## config.mk

```make
export PLATFORM = sky130hd
export DESIGN_NAME = pair_check
export DESIGN_NICKNAME = d
export VERILOG_FILES = /design/src/logic/isa_pkg.sv /design/src/logic/pair_check.sv
export SDC_FILE = /design/constraint.sdc
export NUM_CORES = 1
export LEC_CHECK = 0
export ABC_AREA = 0
export BUFFER_PORTS_ARGS = -buffer_cell sky130_fd_sc_hd__buf_2
export CAP_MARGIN = 40
export CORE_AREA = 5 5 42 44
export DETAILED_ROUTE_END_ITERATION = 12
export DIE_AREA = 0 0 47 49
export PLACE_DENSITY = 0.57
export SETUP_SLACK_MARGIN = 0.15
export SLEW_MARGIN = 10
export SYNTH_ARGS = -nofsm -noshare
export SYNTH_HDL_FRONTEND = slang
export SYNTH_SLANG_ARGS = --single-unit
```

## constraint.sdc

```tcl
create_clock -name vclk -period 0.8
set_input_delay 0.16 -clock vclk [all_inputs]
set_output_delay 0.16 -clock vclk [all_outputs]
set_load 0.02 [all_outputs]
```

## src/logic/isa_pkg.sv

```systemverilog
package isa_pkg;

    // data word or program counter
    typedef logic [31:0] word_t;

    // general register address
    typedef logic [4:0] reg_addr_t;

    // decoded control vector
    typedef logic [7:0] ctl_t;

    // bit positions inside ctl_t
    localparam int CTL_REGWRITE = 0;
    localparam int CTL_MEM      = 1;
    localparam int CTL_BRANCH   = 2;
    localparam int CTL_HIWRITE  = 3;
    localparam int CTL_LOWRITE  = 4;
    localparam int CTL_HIREAD   = 5;
    localparam int CTL_LOREAD   = 6;
    localparam int CTL_ERET     = 7;

    localparam int REG_COUNT = 32;

endpackage
```

## src/logic/pair_check.sv

```systemverilog
`timescale 1ns/1ps

module pair_check (
    input  logic               head_valid,
    input  logic               next_valid,
    input  isa_pkg::ctl_t      head_ctl,
    input  isa_pkg::ctl_t      next_ctl,
    input  isa_pkg::reg_addr_t head_dest,
    input  isa_pkg::reg_addr_t next_srca,
    input  isa_pkg::reg_addr_t next_srcb,
    output logic               issue_a,
    output logic               issue_b
);

    logic mem_pair;
    logic raw_reg;
    logic raw_hilo;
    logic branch_a;
    logic branch_b;
    logic eret_any;

    assign mem_pair = head_ctl[isa_pkg::CTL_MEM] && next_ctl[isa_pkg::CTL_MEM];

    // register 0 never carries a dependency
    assign raw_reg = head_ctl[isa_pkg::CTL_REGWRITE] && (head_dest != '0) &&
                     ((head_dest == next_srca) || (head_dest == next_srcb));

    assign raw_hilo = (head_ctl[isa_pkg::CTL_HIWRITE] && next_ctl[isa_pkg::CTL_HIREAD]) ||
                      (head_ctl[isa_pkg::CTL_LOWRITE] && next_ctl[isa_pkg::CTL_LOREAD]);

    assign branch_a = head_ctl[isa_pkg::CTL_BRANCH];
    assign branch_b = next_ctl[isa_pkg::CTL_BRANCH];
    assign eret_any = head_ctl[isa_pkg::CTL_ERET] || next_ctl[isa_pkg::CTL_ERET];

    // a branch holds until its delay slot is in the queue
    assign issue_a = head_valid && !(branch_a && !next_valid);

    assign issue_b = issue_a && next_valid &&
                     !(mem_pair || raw_reg || raw_hilo || branch_b || eret_any);

endmodule

```

==> impl_metrics.ini <==
[status]
status = finished, violations left
violations = setup timing

[sta]
max_freq_mhz = 907
worst_pin_slew_ns = 0.180
hold_ws_ns = 0.582
setup_ws_ns = -0.303
slew_headroom = 0.880
finalCriticalPeriod_ns = 1.10
fin_crit_sh = 1.38
slew_viol_final = 0
setup_viol = 1
hold_viol = 0
rsz0062_at_grt = yes

[routing]
wl_per_cell_um = 10.2
drt_first_pass_iters = 2
vias_per_cell = 4.21
drcViolationCount = 0
drtIter0Drc = 1
vias = 303
final_antenna_net_count = 0
routed_wl_um = 735

[pwr]
clkPwrFrac = 0
p_switching_uw = 103
p_int_uw = 176
p_per_area_nw_per_um2 = 518
pwr-share-comb = 1.000
leakage_uw = 0.000246
switching_share = 0.370
pwr-share-seq = 0
vdd_drop_max_v = 0.000210

[hold_path]
hold_class = primary input to primary output

[logic_synthesis]
synth_nets = 58
synth_cell_types = 12
ys_seq_area_frac = 0
syn-instance-count = 25
synth_warnings = 0
syn_avg_cell_area_um2 = 6.66
syn_area_um2 = 166

[global_routing]
grt_antenna_before_repair = 0
grt_overflow = 0
grt_max_degree = 4
grt_pass1_wl_um = 1040
grtUsageTotal = 0.0562
grt_pass1_vias = 284

[cells_and_area]
seqCellArea_um2 = 0
areaGrowthSynthToFinish_pct = 223
numSequentialCells = 0
antenna_cells = 0
fin_cells = 72
nClkBuffers = 0
fin_area_um2 = 538
drive_gt1_frac = 0.821
layout.nets = 91
nFillCells = 156

[floorplan]
start_util = 0.119
dieArea_um2 = 2300
io_pins = 35
core_um2 = 1400
die_w_um = 47
num_rows = 14
dieHeight_um = 49

[place]
routabilityCongestion = 0.653
io_buffers = 30
placed_cells = 72
placed_area_um2 = 374
dp_hpwl_um = 610

[setup_path]
crit_type = primary input to primary output
cp_max_fo = 3
cp.arrival_ns = 0.94
critPathLaunchType = primary input
endpoint_kind = primary output
required_ns = 0.64

[run]
cap_violations = 0

[cts]
hold_buffers = 0
[synth_stat cells]
| cell type | n | area (um^2) |
|---|---|---|
| nor3_1 | 1 | 5.00 |
| inv_1 | 1 | 3.75 |
| nand4_1 | 1 | 6.26 |
| xnor2_1 | 10 | 87.6 |
| a31oi_1 | 1 | 6.26 |
| o22ai_1 | 1 | 6.26 |
| nor2_1 | 2 | 7.51 |
| nand3_1 | 2 | 10.0 |
| a211oi_1 | 1 | 7.51 |
| a21boi_0 | 1 | 7.51 |
| a22oi_1 | 1 | 7.51 |
| nand2_1 | 3 | 11.3 |
[metrics by stage]
step | utilization | worst slack [ns] | total power [uW] | TNS [ns]
2_1_floorplan | - | -0.0776 | 82.8 | -0.0776
3_3_place_gp | 0.267 | -0.365 | 179 | -0.400
3_5_place_dp | 0.267 | -0.366 | 180 | -0.407
4_1_cts | 0.316 | -0.333 | 220 | -0.333
5_1_grt | 0.384 | -0.372 | 304 | -0.372
6_report | 0.384 | -0.303 | 279 | -0.303
[worst max-delay path, stage by stage]
cell     delay, ns
buf_6         0.11
xnor2_2       0.16
nand3_1       0.12
o22ai_2       0.15
a31oi_4       0.10
buf_6         0.14
[power groups by stage]
stage	Clock [uW]	Sequential (uW)	Combinational, uW
detailed placement	0	0	180
global placement	0	0	179
CTS	0	0	220
finish	0	0	279
global route	0	0	304
floorplan	0	0	82.8
[routing by layer]
layer,vias up,GRT usage,wire (um)
met2,23,0.109,389
li1,151,-,-
met5,-,0,0
met1,129,0.0675,225
met4,0,0,0
met3,0,0.00369,119
[cell families (layout without fill, tap and decap cells)]
family	Yosys count	count (layout)	synth area share
AND/OR/NAND/NOR	9	9	0.241
buffers and inverters	1	32	0.0225
AO/OA/AOI/OAI	5	5	0.211
XOR/XNOR	10	10	0.526
[path summary, 6_finish.rpt]
kind         start  cells after the start       to
max   head_dest[3]                      6  issue_b
min    head_ctl[2]                      3  issue_a
[layout make-up]
type	count	area, um^2	share of cell area
Multi-Input combinational cell	24	285	0.530
Timing Repair Buffer	31	226	0.421
Tap cell	16	20.0	0.0372
Inverter	1	6.26	0.0116
[cells in the final DEF (no fill, tap or decap)]
master     n
nand3_2    1
nor3_2     1
buf_2     19
a22oi_1    1
inv_4      1
xnor2_4    2
nand3_1    1
nor2_1     2
xnor2_1    2
buf_8      1
nand4_1    1
a21boi_2   1
o22ai_2    1
buf_4      2
a31oi_4    1
nand2_1    3
a211oi_2   1
xnor2_2    6
buf_6      9
[timing repair]
action / in CTS / in global routing
endpoints found under the setup margin: 2 / 2
pin swaps: 7 / 9
gates resized for setup: 16 / 17
cloned: 0 / 0
buffers inserted: 0 / 0
Note: power is estimated with default switching activity, not from simulation.
