`config.mk`:
```
export PLATFORM = sky130hd
export DESIGN_NAME = issue_queue
export DESIGN_NICKNAME = d
export VERILOG_FILES = /design/src/logic/queue_pkg.sv /design/src/logic/isa_pkg.sv /design/src/logic/issue_queue.sv
export SDC_FILE = /design/constraint.sdc
export NUM_CORES = 1
export LEC_CHECK = 0
export BUFFER_PORTS_ARGS = -buffer_cell sky130_fd_sc_hd__buf_4
export CORE_UTILIZATION = 50
export DETAILED_ROUTE_END_ITERATION = 10
export PLACE_DENSITY = 0.76
export SKIP_LAST_GASP = 1
export SYNTH_ARGS = -nofsm -noshare
export SYNTH_HDL_FRONTEND = slang
export SYNTH_SLANG_ARGS = --single-unit
```
`constraint.sdc`:
```
create_clock -name clk -period 10.4 [get_ports clk]
set_input_delay 1.56 -clock clk [delete_from_list [all_inputs] [get_ports clk]]
set_output_delay 1.56 -clock clk [all_outputs]
set_load 0.05 [all_outputs]
```
`src/logic/queue_pkg.sv`:
```
package queue_pkg;

    // entries in the issue queue
    localparam int ISSUE_QUEUE_SIZE = 8;

    // head and tail pointers wrap at the queue size
    localparam int QUEUE_PTR_WIDTH = 3;

    typedef logic [QUEUE_PTR_WIDTH-1:0] queue_ptr_t;

endpackage

```
`src/logic/isa_pkg.sv`:
```
package isa_pkg;

    // data word or program counter
    typedef logic [31:0] word_t;

    // general register address
    typedef logic [4:0] reg_addr_t;

    // decoded control vector
    typedef logic [7:0] ctl_t;

    // bit positions inside ctl_t
    localparam int CTL_REGWRITE = 0;
    localparam int CTL_MEM      = 1;
    localparam int CTL_BRANCH   = 2;
    localparam int CTL_HIWRITE  = 3;
    localparam int CTL_LOWRITE  = 4;
    localparam int CTL_HIREAD   = 5;
    localparam int CTL_LOREAD   = 6;
    localparam int CTL_ERET     = 7;

    localparam int REG_COUNT = 32;

endpackage
```
`src/logic/issue_queue.sv`:
```
`timescale 1ns/1ps

module issue_queue (
    input  logic               clk,
    input  logic               reset,
    input  logic               stall,
    input  logic               flush,
    input  logic               pop_one,
    input  logic               pop_two,
    input  logic               in_a_valid,
    input  logic               in_b_valid,
    input  isa_pkg::ctl_t      in_a_ctl,
    input  isa_pkg::ctl_t      in_b_ctl,
    input  isa_pkg::reg_addr_t in_a_dest,
    input  isa_pkg::reg_addr_t in_a_srca,
    input  isa_pkg::reg_addr_t in_a_srcb,
    input  isa_pkg::reg_addr_t in_b_dest,
    input  isa_pkg::reg_addr_t in_b_srca,
    input  isa_pkg::reg_addr_t in_b_srcb,
    input  isa_pkg::word_t     in_a_pc,
    input  isa_pkg::word_t     in_b_pc,
    output logic               queue_full,
    output logic               head_valid,
    output logic               next_valid,
    output isa_pkg::ctl_t      head_ctl,
    output isa_pkg::ctl_t      next_ctl,
    output isa_pkg::reg_addr_t head_dest,
    output isa_pkg::reg_addr_t head_srca,
    output isa_pkg::reg_addr_t head_srcb,
    output isa_pkg::reg_addr_t next_dest,
    output isa_pkg::reg_addr_t next_srca,
    output isa_pkg::reg_addr_t next_srcb,
    output isa_pkg::word_t     head_pc,
    output isa_pkg::word_t     next_pc
);

    logic [queue_pkg::ISSUE_QUEUE_SIZE-1:0] valid;

    isa_pkg::ctl_t      q_ctl  [queue_pkg::ISSUE_QUEUE_SIZE];
    isa_pkg::reg_addr_t q_dest [queue_pkg::ISSUE_QUEUE_SIZE];
    isa_pkg::reg_addr_t q_srca [queue_pkg::ISSUE_QUEUE_SIZE];
    isa_pkg::reg_addr_t q_srcb [queue_pkg::ISSUE_QUEUE_SIZE];
    isa_pkg::word_t     q_pc   [queue_pkg::ISSUE_QUEUE_SIZE];

    queue_pkg::queue_ptr_t head;
    queue_pkg::queue_ptr_t head_plus1;
    queue_pkg::queue_ptr_t head_plus2;
    queue_pkg::queue_ptr_t tail;
    queue_pkg::queue_ptr_t tail_plus1;
    queue_pkg::queue_ptr_t tail_plus2;
    queue_pkg::queue_ptr_t b_slot;

    logic enq;
    logic do_pop_one;
    logic do_pop_two;

    assign head_plus1 = head + queue_pkg::queue_ptr_t'(1);
    assign head_plus2 = head + queue_pkg::queue_ptr_t'(2);
    assign tail_plus1 = tail + queue_pkg::queue_ptr_t'(1);
    assign tail_plus2 = tail + queue_pkg::queue_ptr_t'(2);

    // occupied entries are contiguous, so a valid slot at the tail means no room
    assign queue_full = ((in_a_valid || in_b_valid) && valid[tail]) ||
                        (in_a_valid && in_b_valid && valid[tail_plus1]);

    assign enq        = !flush && !queue_full;
    assign b_slot     = in_a_valid ? tail_plus1 : tail;
    assign do_pop_one = pop_one && !stall;
    assign do_pop_two = pop_two && !stall;

    always_ff @(posedge clk or posedge reset)
    begin
        if (reset)
        begin
            head  <= '0;
            tail  <= '0;
            valid <= '0;
        end
        else if (flush)
        begin
            head  <= '0;
            tail  <= '0;
            valid <= '0;
        end
        else
        begin
            // popped slots are valid and enqueued slots are free, so they never collide
            if (do_pop_two)
            begin
                valid[head]       <= 1'b0;
                valid[head_plus1] <= 1'b0;
                head              <= head_plus2;
            end
            else if (do_pop_one)
            begin
                valid[head] <= 1'b0;
                head        <= head_plus1;
            end
            if (enq)
            begin
                if (in_a_valid)
                    valid[tail] <= 1'b1;
                if (in_b_valid)
                    valid[b_slot] <= 1'b1;
                if (in_a_valid && in_b_valid)
                    tail <= tail_plus2;
                else if (in_a_valid || in_b_valid)
                    tail <= tail_plus1;
            end
        end
    end

    always_ff @(posedge clk)
    begin
        if (enq && in_a_valid)
        begin
            q_ctl[tail]  <= in_a_ctl;
            q_dest[tail] <= in_a_dest;
            q_srca[tail] <= in_a_srca;
            q_srcb[tail] <= in_a_srcb;
            q_pc[tail]   <= in_a_pc;
        end
        if (enq && in_b_valid)
        begin
            q_ctl[b_slot]  <= in_b_ctl;
            q_dest[b_slot] <= in_b_dest;
            q_srca[b_slot] <= in_b_srca;
            q_srcb[b_slot] <= in_b_srcb;
            q_pc[b_slot]   <= in_b_pc;
        end
    end

    assign head_valid = valid[head];
    assign next_valid = valid[head_plus1];
    assign head_ctl   = q_ctl[head];
    assign head_dest  = q_dest[head];
    assign head_srca  = q_srca[head];
    assign head_srcb  = q_srcb[head];
    assign head_pc    = q_pc[head];
    assign next_ctl   = q_ctl[head_plus1];
    assign next_dest  = q_dest[head_plus1];
    assign next_srca  = q_srca[head_plus1];
    assign next_srcb  = q_srcb[head_plus1];
    assign next_pc    = q_pc[head_plus1];

endmodule

```
==> flow_metrics.env, run 1 <==
export IMPL_fin_hold_ws_ns=0.6090
export IMPL_max_freq_mhz=165.8
export IMPL_wl_met2_um=38540
export IMPL_path_delay_family="buffers and inverters"
export IMPL_ff2ff_path_depth=9
export IMPL_maxSlewHeadroom_pct=24.58
export IMPL_drtPass1Iterations=7
export IMPL_layout_drive_gt1_share_pct=51.64
export IMPL_cap_violations=0
export IMPL_yosysWarnings=0
export IMPL_cts_num_sinks=454
export IMPL_timing_rr_end="q_pc[7][19]"
export IMPL_leakage_nw=10.22
export IMPL_die_area_sq_um=54060
export IMPL_crit_type="register to primary output"
export IMPL_cts_setup_buffers=0
export IMPL_syn_nets=1961
export IMPL_yosysTopAreaCellShare_pct=49.74
export IMPL_ant_nets=0
export IMPL_status="complete, no violations"
export IMPL_fillers=4170
export IMPL_vias_per_cell=6.532
export IMPL_hold_class="register to register"
export IMPL_numCtsBuffers=47
export IMPL_die_h_um=232.5
export IMPL_crit_path_end_kind="primary output"
export IMPL_synth_cells=1833
export IMPL_drtIter0Drc=1869
export IMPL_pwr_density_cell_nw_per_um2=189.7
export IMPL_crit_path_start_kind="register"
export IMPL_pin_count=231
export IMPL_yosys_area_top_type="edfxtp_1"
export IMPL_worstHoldPathCells=1
export IMPL_syn_area_sq_um=26570
export IMPL_crit_path_frequent_cell="buf_4"
export IMPL_crit_slowest_cell="dfrtp_4"
export IMPL_cts_tree="built"
export IMPL_wl_met1_um=30220
export IMPL_avgRoutedWirePerCell_um=28.25
export IMPL_overflow=0
export IMPL_ys_async_sr_fraction_pct=3.084
export IMPL_maxSlewViolCount=0
export IMPL_cts_resized=0
export IMPL_grt_pass1_vias=18240
export IMPL_grt_start_max_net_pins=81
export IMPL_avgSynthCellArea_sq_um=14.49
export IMPL_drc=0
export IMPL_wl_met3_um=6253
export IMPL_worstMarginPinSlew_ns=1.129
export IMPL_ir_drop_v=0.0001228
export IMPL_core_sq_um=52550
export IMPL_io_buffers=230
export IMPL_reg2reg_slack_ns=5.71
export IMPL_fin_crit_sh_pct=58.00
export IMPL_cp_slowest_stage_delay_ns=1.00
export IMPL_worst_path_stages=9
export IMPL_grt_pass1_wl_um=113800
export IMPL_path_clk_slew_ns=0.06
export IMPL_clk_latency_ns=0.60
export IMPL_critPathRequiredTime_ns=8.84
export IMPL_setup_violations=0
export IMPL_path_buf_inv=4
export IMPL_rows=84
export IMPL_cts_buffer_depth=3
export IMPL_synth_top_cells_by_area="edfxtp_1, mux2_2, mux4_2"
export IMPL_final_setup_tns_ns=0
export IMPL_fin_crit_ns=6.032
export IMPL_nets=2137
export IMPL_cts_root_buf="clkbuf_16"
export IMPL_top_layer="met5"
export IMPL_antenna_found_initial=9
export IMPL_path_max_fanout=65
export IMPL_fp_dieW_um=232.5
export IMPL_arrival_ns=4.47
export IMPL_yosysMostFrequentCell="mux2_2"
export IMPL_rsz0062_at_grt="no"
export IMPL_yosysUniqueCellTypes=46
export IMPL_ys_top_cells_by_count="mux2_2, edfxtp_1, nand2_1"
export IMPL_start_util_pct=50.55
export IMPL_routed_wl_um=77390
export IMPL_crit_start="head[0]"
export IMPL_crit_end="next_pc[9]"
export IMPL_grt_usage_pct=28.57
export IMPL_ys_seq_area_share_pct=51.06
export IMPL_r2r_start="tail[0]"
export IMPL_areaGrowthSynthToFinish_pct=14.20
export IMPL_htreeDepth=2
export IMPL_yosys_most_used_dff="edfxtp_1"
export IMPL_dpl_hpwl_um=44090
export IMPL_skew_ns=0.01936
export IMPL_vias=17890
export IMPL_synth_edf_count=440
export IMPL_hold_buffers=0
export IMPL_synth_seq_cells=454
export IMPL_critical_path_cell_chain="ha_4 -> xnor2_2 -> buf_4 -> buf_4 -> nor3_2 -> buf_4 -> a22oi_1 -> o21ai_0 -> buf_4"
export IMPL_gp_congestion=0.8343
export IMPL_hold_viol_final=0
placed cells by master, fill, tap and decap left out, types with 2 or more instances in the layout:
| cell | instances |
|---|---|
| a211oi_4 | 2 |
| a21oi_1 | 39 |
| a221oi_1 | 32 |
| a22oi_1 | 30 |
| a31o_2 | 3 |
| buf_4 | 272 |
| clkbuf_1 | 13 |
| clkbuf_16 | 49 |
| clkbuf_8 | 7 |
| clkinv_1 | 5 |
| clkinv_2 | 9 |
| dfrtp_1 | 11 |
| dfrtp_4 | 2 |
| diode_2 | 8 |
| edfxtp_1 | 440 |
| ha_1 | 9 |
| inv_1 | 11 |
| mux2_1 | 4 |
| mux2_2 | 544 |
| mux2i_1 | 5 |
| mux4_2 | 144 |
| nand2_1 | 217 |
| nand2b_1 | 3 |
| nand3_1 | 6 |
| nand3b_1 | 6 |
| nor2_1 | 37 |
| nor2_4 | 9 |
| nor2b_1 | 3 |
| nor3_2 | 3 |
| o211ai_1 | 4 |
| o21ai_0 | 64 |
| o22ai_1 | 28 |
| o31ai_1 | 2 |
| o32ai_1 | 2 |
| or3_1 | 2 |
| or3b_2 | 3 |
| xnor2_1 | 5 |
cell families after synthesis:
family                   after synthesis  share of synthesized area (%)
multiplexers                         697                          35.63
flip-flops                           454                          51.06
AND/OR/NAND/NOR                      293                          4.493
AO/OA/AOI/OAI                        215                          5.186
buffers and inverters                157                          2.939
adder cells (fa/ha/maj)               10                         0.4710
XOR/XNOR                               7                         0.2308
area by class of cell:
| class | instances | area (sq um) | share of cell area [%] |
|---|---|---|---|
| flip-flops and latches | 454 | 13570 | 44.73 |
| multi-input cells | 1222 | 12360 | 40.75 |
| repair buffers | 272 | 2042 | 6.730 |
| clock buffers | 69 | 1371 | 4.520 |
| well taps | 688 | 860.8 | 2.837 |
| clock inverters | 14 | 63.81 | 0.2103 |
| inverters | 12 | 45.04 | 0.1485 |
| diodes | 8 | 20.02 | 0.06598 |
routing by layer:
| layer | vias to the layer above | track usage (%) |
|---|---|---|
| met4 | 4 | 11.17 |
| met2 | 860 | 47.92 |
| met1 | 9252 | 36.93 |
| li1 | 7612 | - |
| met3 | 163 | 4.902 |
| met5 | - | 0 |
flip-flops by register name, summed over array words and instances (netlist names):
signal	cells
q_pc	256
q_ctl	64
valid	8
head	3
q_srca	40
tail	3
q_dest	40
q_srcb	40
per-stage QoR:
step	cell area, sq um	worst slack [ns]	std cells	utilization (%)	power, W
after floorplan	26570	3.225	1833	-	0.003585
after global placement	28880	5.143	2648	54.96	0.004138
after detailed placement	28880	5.057	2648	54.96	0.004170
after CTS	30320	4.409	2731	57.70	0.005769
after global routing	30330	4.179	2736	57.72	0.005938
final	30340	4.368	2739	57.73	0.005756
where the power goes:
group / total (W) / switching [W] / internal, W
logic: 0.00180 / 0.00114 / 0.000664
clock network: 0.00161 / 0.000703 / 0.000907
registers: 0.00234 / 0.000111 / 0.00223
worst reg2reg max path: stages (launching register included):
cell and delay [ns]:
dfrtp_1 0.65, ha_1 0.63, mux4_2 0.54, mux2i_1 0.21, o2bb2ai_2 0.07, buf_4 0.22
nand3b_1 0.60, buf_4 0.65, o21ai_4 0.19, buf_4 0.53
worst min-delay path by stage:
| stage | to | slack [ns] | start |
|---|---|---|---|
| after floorplan | valid[1] | 0.54 | valid[1] |
| after global placement | valid[5] | 0.57 | valid[5] |
| after detailed placement | valid[5] | 0.59 | valid[5] |
| after CTS | valid[5] | 0.60 | valid[5] |
| after global routing | valid[5] | 0.63 | valid[5] |
| final | valid[5] | 0.61 | valid[5] |
No activity file was read; power rests on OpenSTA's default activity.
==> run 2, diff against run 1 <==
--- a/config.mk
+++ b/config.mk
@@ -8,7 +8,7 @@
 export BUFFER_PORTS_ARGS = -buffer_cell sky130_fd_sc_hd__buf_4
 export CORE_UTILIZATION = 50
 export DETAILED_ROUTE_END_ITERATION = 10
-export PLACE_DENSITY = 0.76
+export PLACE_DENSITY = 0.78
 export SKIP_LAST_GASP = 1
 export SYNTH_ARGS = -nofsm -noshare
 export SYNTH_HDL_FRONTEND = slang
==> constraint.sdc (replaced) <==
create_clock -name clk -period 5.07 [get_ports clk]
set_input_delay 0.7605 -clock clk [delete_from_list [all_inputs] [get_ports clk]]
set_output_delay 0.7605 -clock clk [all_outputs]
set_load 0.05 [all_outputs]
==> flow_metrics.env, run 2 (synthesis gave the netlist of run 1 again) <==
export IMPL_p_comb_share_pct=31.1
export IMPL_start_util_pct=50.55
export IMPL_arrival_ns=3.89
export IMPL_final_cell_mix="mux2_2, edfxtp_1, buf_4"
export IMPL_overflow=0
export IMPL_layout_drive_gt1_share_pct=51.75
export IMPL_htreeDepth=2
export IMPL_fin_crit_ns=4.647
export IMPL_pwr_density_cell_nw_per_um2=395.4
export IMPL_setup_ws_ns=0.4229
export IMPL_leakage_nw=10.37
export IMPL_grt_usage_pct=28.31
export IMPL_path_max_fanout=143
export IMPL_pin_count=231
export IMPL_timing_rr_end="q_srcb[2][4]"
export IMPL_die_area_sq_um=54060
export IMPL_drtPass1Iterations=5
export IMPL_cts_root_buf="clkbuf_16"
export IMPL_reg_top3="q_pc: 256 flops, q_ctl: 64 flops"
export IMPL_rows=84
export IMPL_setup_violations=0
export IMPL_cap_violations=0
export IMPL_maxSlewHeadroom_pct=33.32
export IMPL_routed_wl_um=77000
export IMPL_maxSlewViolCount=0
export IMPL_cts_buffer_depth=3
export IMPL_crit_type="register to primary output"
export IMPL_status="complete, no violations"
export IMPL_fin_crit_sh_pct=91.66
export IMPL_fin_util_pct=58.33
export IMPL_vias=18200
export IMPL_hold_class="input pin to async pin"
export IMPL_drtIter0Drc=2276
export IMPL_cts_tree="built"
export IMPL_cts_resized=0
export IMPL_largest_reg_flops=256
export IMPL_crit_path_start_kind="register"
export IMPL_p_seq_share_pct=39.4
export IMPL_layout_commonest_cell="mux2_2"
export IMPL_r2r_start="tail[0]"
export IMPL_p_sw_w=0.004068
export IMPL_cts_setup_buffers=0
export IMPL_preCtsSetupSlack_ns=1.102
export IMPL_regMostFlops="q_pc"
export IMPL_path_clk_slew_ns=0.06
export IMPL_ir_drop_v=0.0002867
export IMPL_reg2reg_slack_ns=1.08
export IMPL_io_buffers=230
export IMPL_skew_ns=0.01554
export IMPL_numCtsBuffers=49
export IMPL_finalPower_w=0.01212
export IMPL_ff2ff_path_depth=7
export IMPL_p_sw_share_pct=33.57
export IMPL_clk_latency_ns=0.58
export IMPL_hold_buffers=0
export IMPL_drc=0
export IMPL_intPower_w=0.008051
export IMPL_dpl_hpwl_um=44660
export IMPL_avgRoutedWirePerCell_um=28.01
export IMPL_grt_pass1_wl_um=114400
export IMPL_rsz0062_at_grt="no"
export IMPL_max_freq_mhz=215.2
export IMPL_gp_congestion=0.8842
export IMPL_nets=2143
export IMPL_p_clk_share_pct=29.6
export IMPL_core_sq_um=52550
export IMPL_grt_pass1_vias=18410
export IMPL_areaGrowthSynthToFinish_pct=15.39
export IMPL_cts_num_sinks=454
export IMPL_worstMarginPinSlew_ns=1.000
export IMPL_fp_dieW_um=232.5
export IMPL_die_h_um=232.5
export IMPL_antenna_found_initial=11
export IMPL_ant_nets=0
export IMPL_critPathRequiredTime_ns=4.31
export IMPL_crit_path_end_kind="primary output"
export IMPL_grt_start_max_net_pins=144
export IMPL_vias_per_cell=6.620
export IMPL_hold_viol_final=0
## run 2: changes by cell type in the layout (fill, tap and decap cells not counted), moves of 2 or more
cell	delta
clkbuf_8	-7
clkbuf_1	-4
diode_2	-3
buf_4	-7
clkinv_2	+3
clkinv_1	+8
buf_12	+11
clkbuf_16	+2
bufinv_16	+5
## run 2: power by group through the flow
stage | clock network (W) | logic (W) | registers (W)
floorplan | 0 | 0.00258 | 0.00478
global placement | 0 | 0.00370 | 0.00481
detailed placement | 0 | 0.00374 | 0.00484
CTS | 0.00361 | 0.00376 | 0.00476
global route | 0.00374 | 0.00394 | 0.00480
finish | 0.00358 | 0.00376 | 0.00477
## run 2: how the worst max path moves through the flow
stage | start | end | cells past startpoint
floorplan | tail[1] | q_ctl[1][0] | 7
global placement | head[0] | next_dest[4] | 6
detailed placement | head[0] | next_srca[3] | 6
CTS | head[0] | next_srca[3] | 6
global route | head[0] | next_dest[0] | 6
finish | head[0] | next_dest[0] | 6
## run 2: metrics by stage
step                std cells  area, sq um  setup TNS, ns  hold WS (ns)
global placement         2652        29050              0        0.5872
detailed placement       2652        29050              0        0.5887
floorplan                1833        26570        -243.70        0.5360
finish                   2749        30650              0        0.2595
global route             2748        30650              0        0.3085
CTS                      2744        30640              0        0.2558
## run 2: final cells by class
type / instances / area, sq um
inverter: 12 / 45.04
clock buffer: 60 / 1310
multi-input combinational: 1222 / 12370
antenna: 5 / 12.51
tap: 688 / 860.8
fill: 3997 / 21900
clock inverter: 32 / 276.5
timing repair buffer: 276 / 2210
sequential: 454 / 13570
## run 2: worst max-delay path: stages (launching register included)
cell     delay (ns)
dfrtp_4        0.44
buf_12         0.54
buf_4          0.85
mux2_2         0.31
o22ai_1        0.07
o21ai_0        0.58
buf_4          0.32
## run 2: routing by layer
layer  vias up  wire length (um)  GRT usage, %
li1       7649                 -             -
met1      9345             29980         37.08
met2      1018             37010         46.12
met3       175              7452         6.238
met4        12              2485         10.54
met5         -                78             0
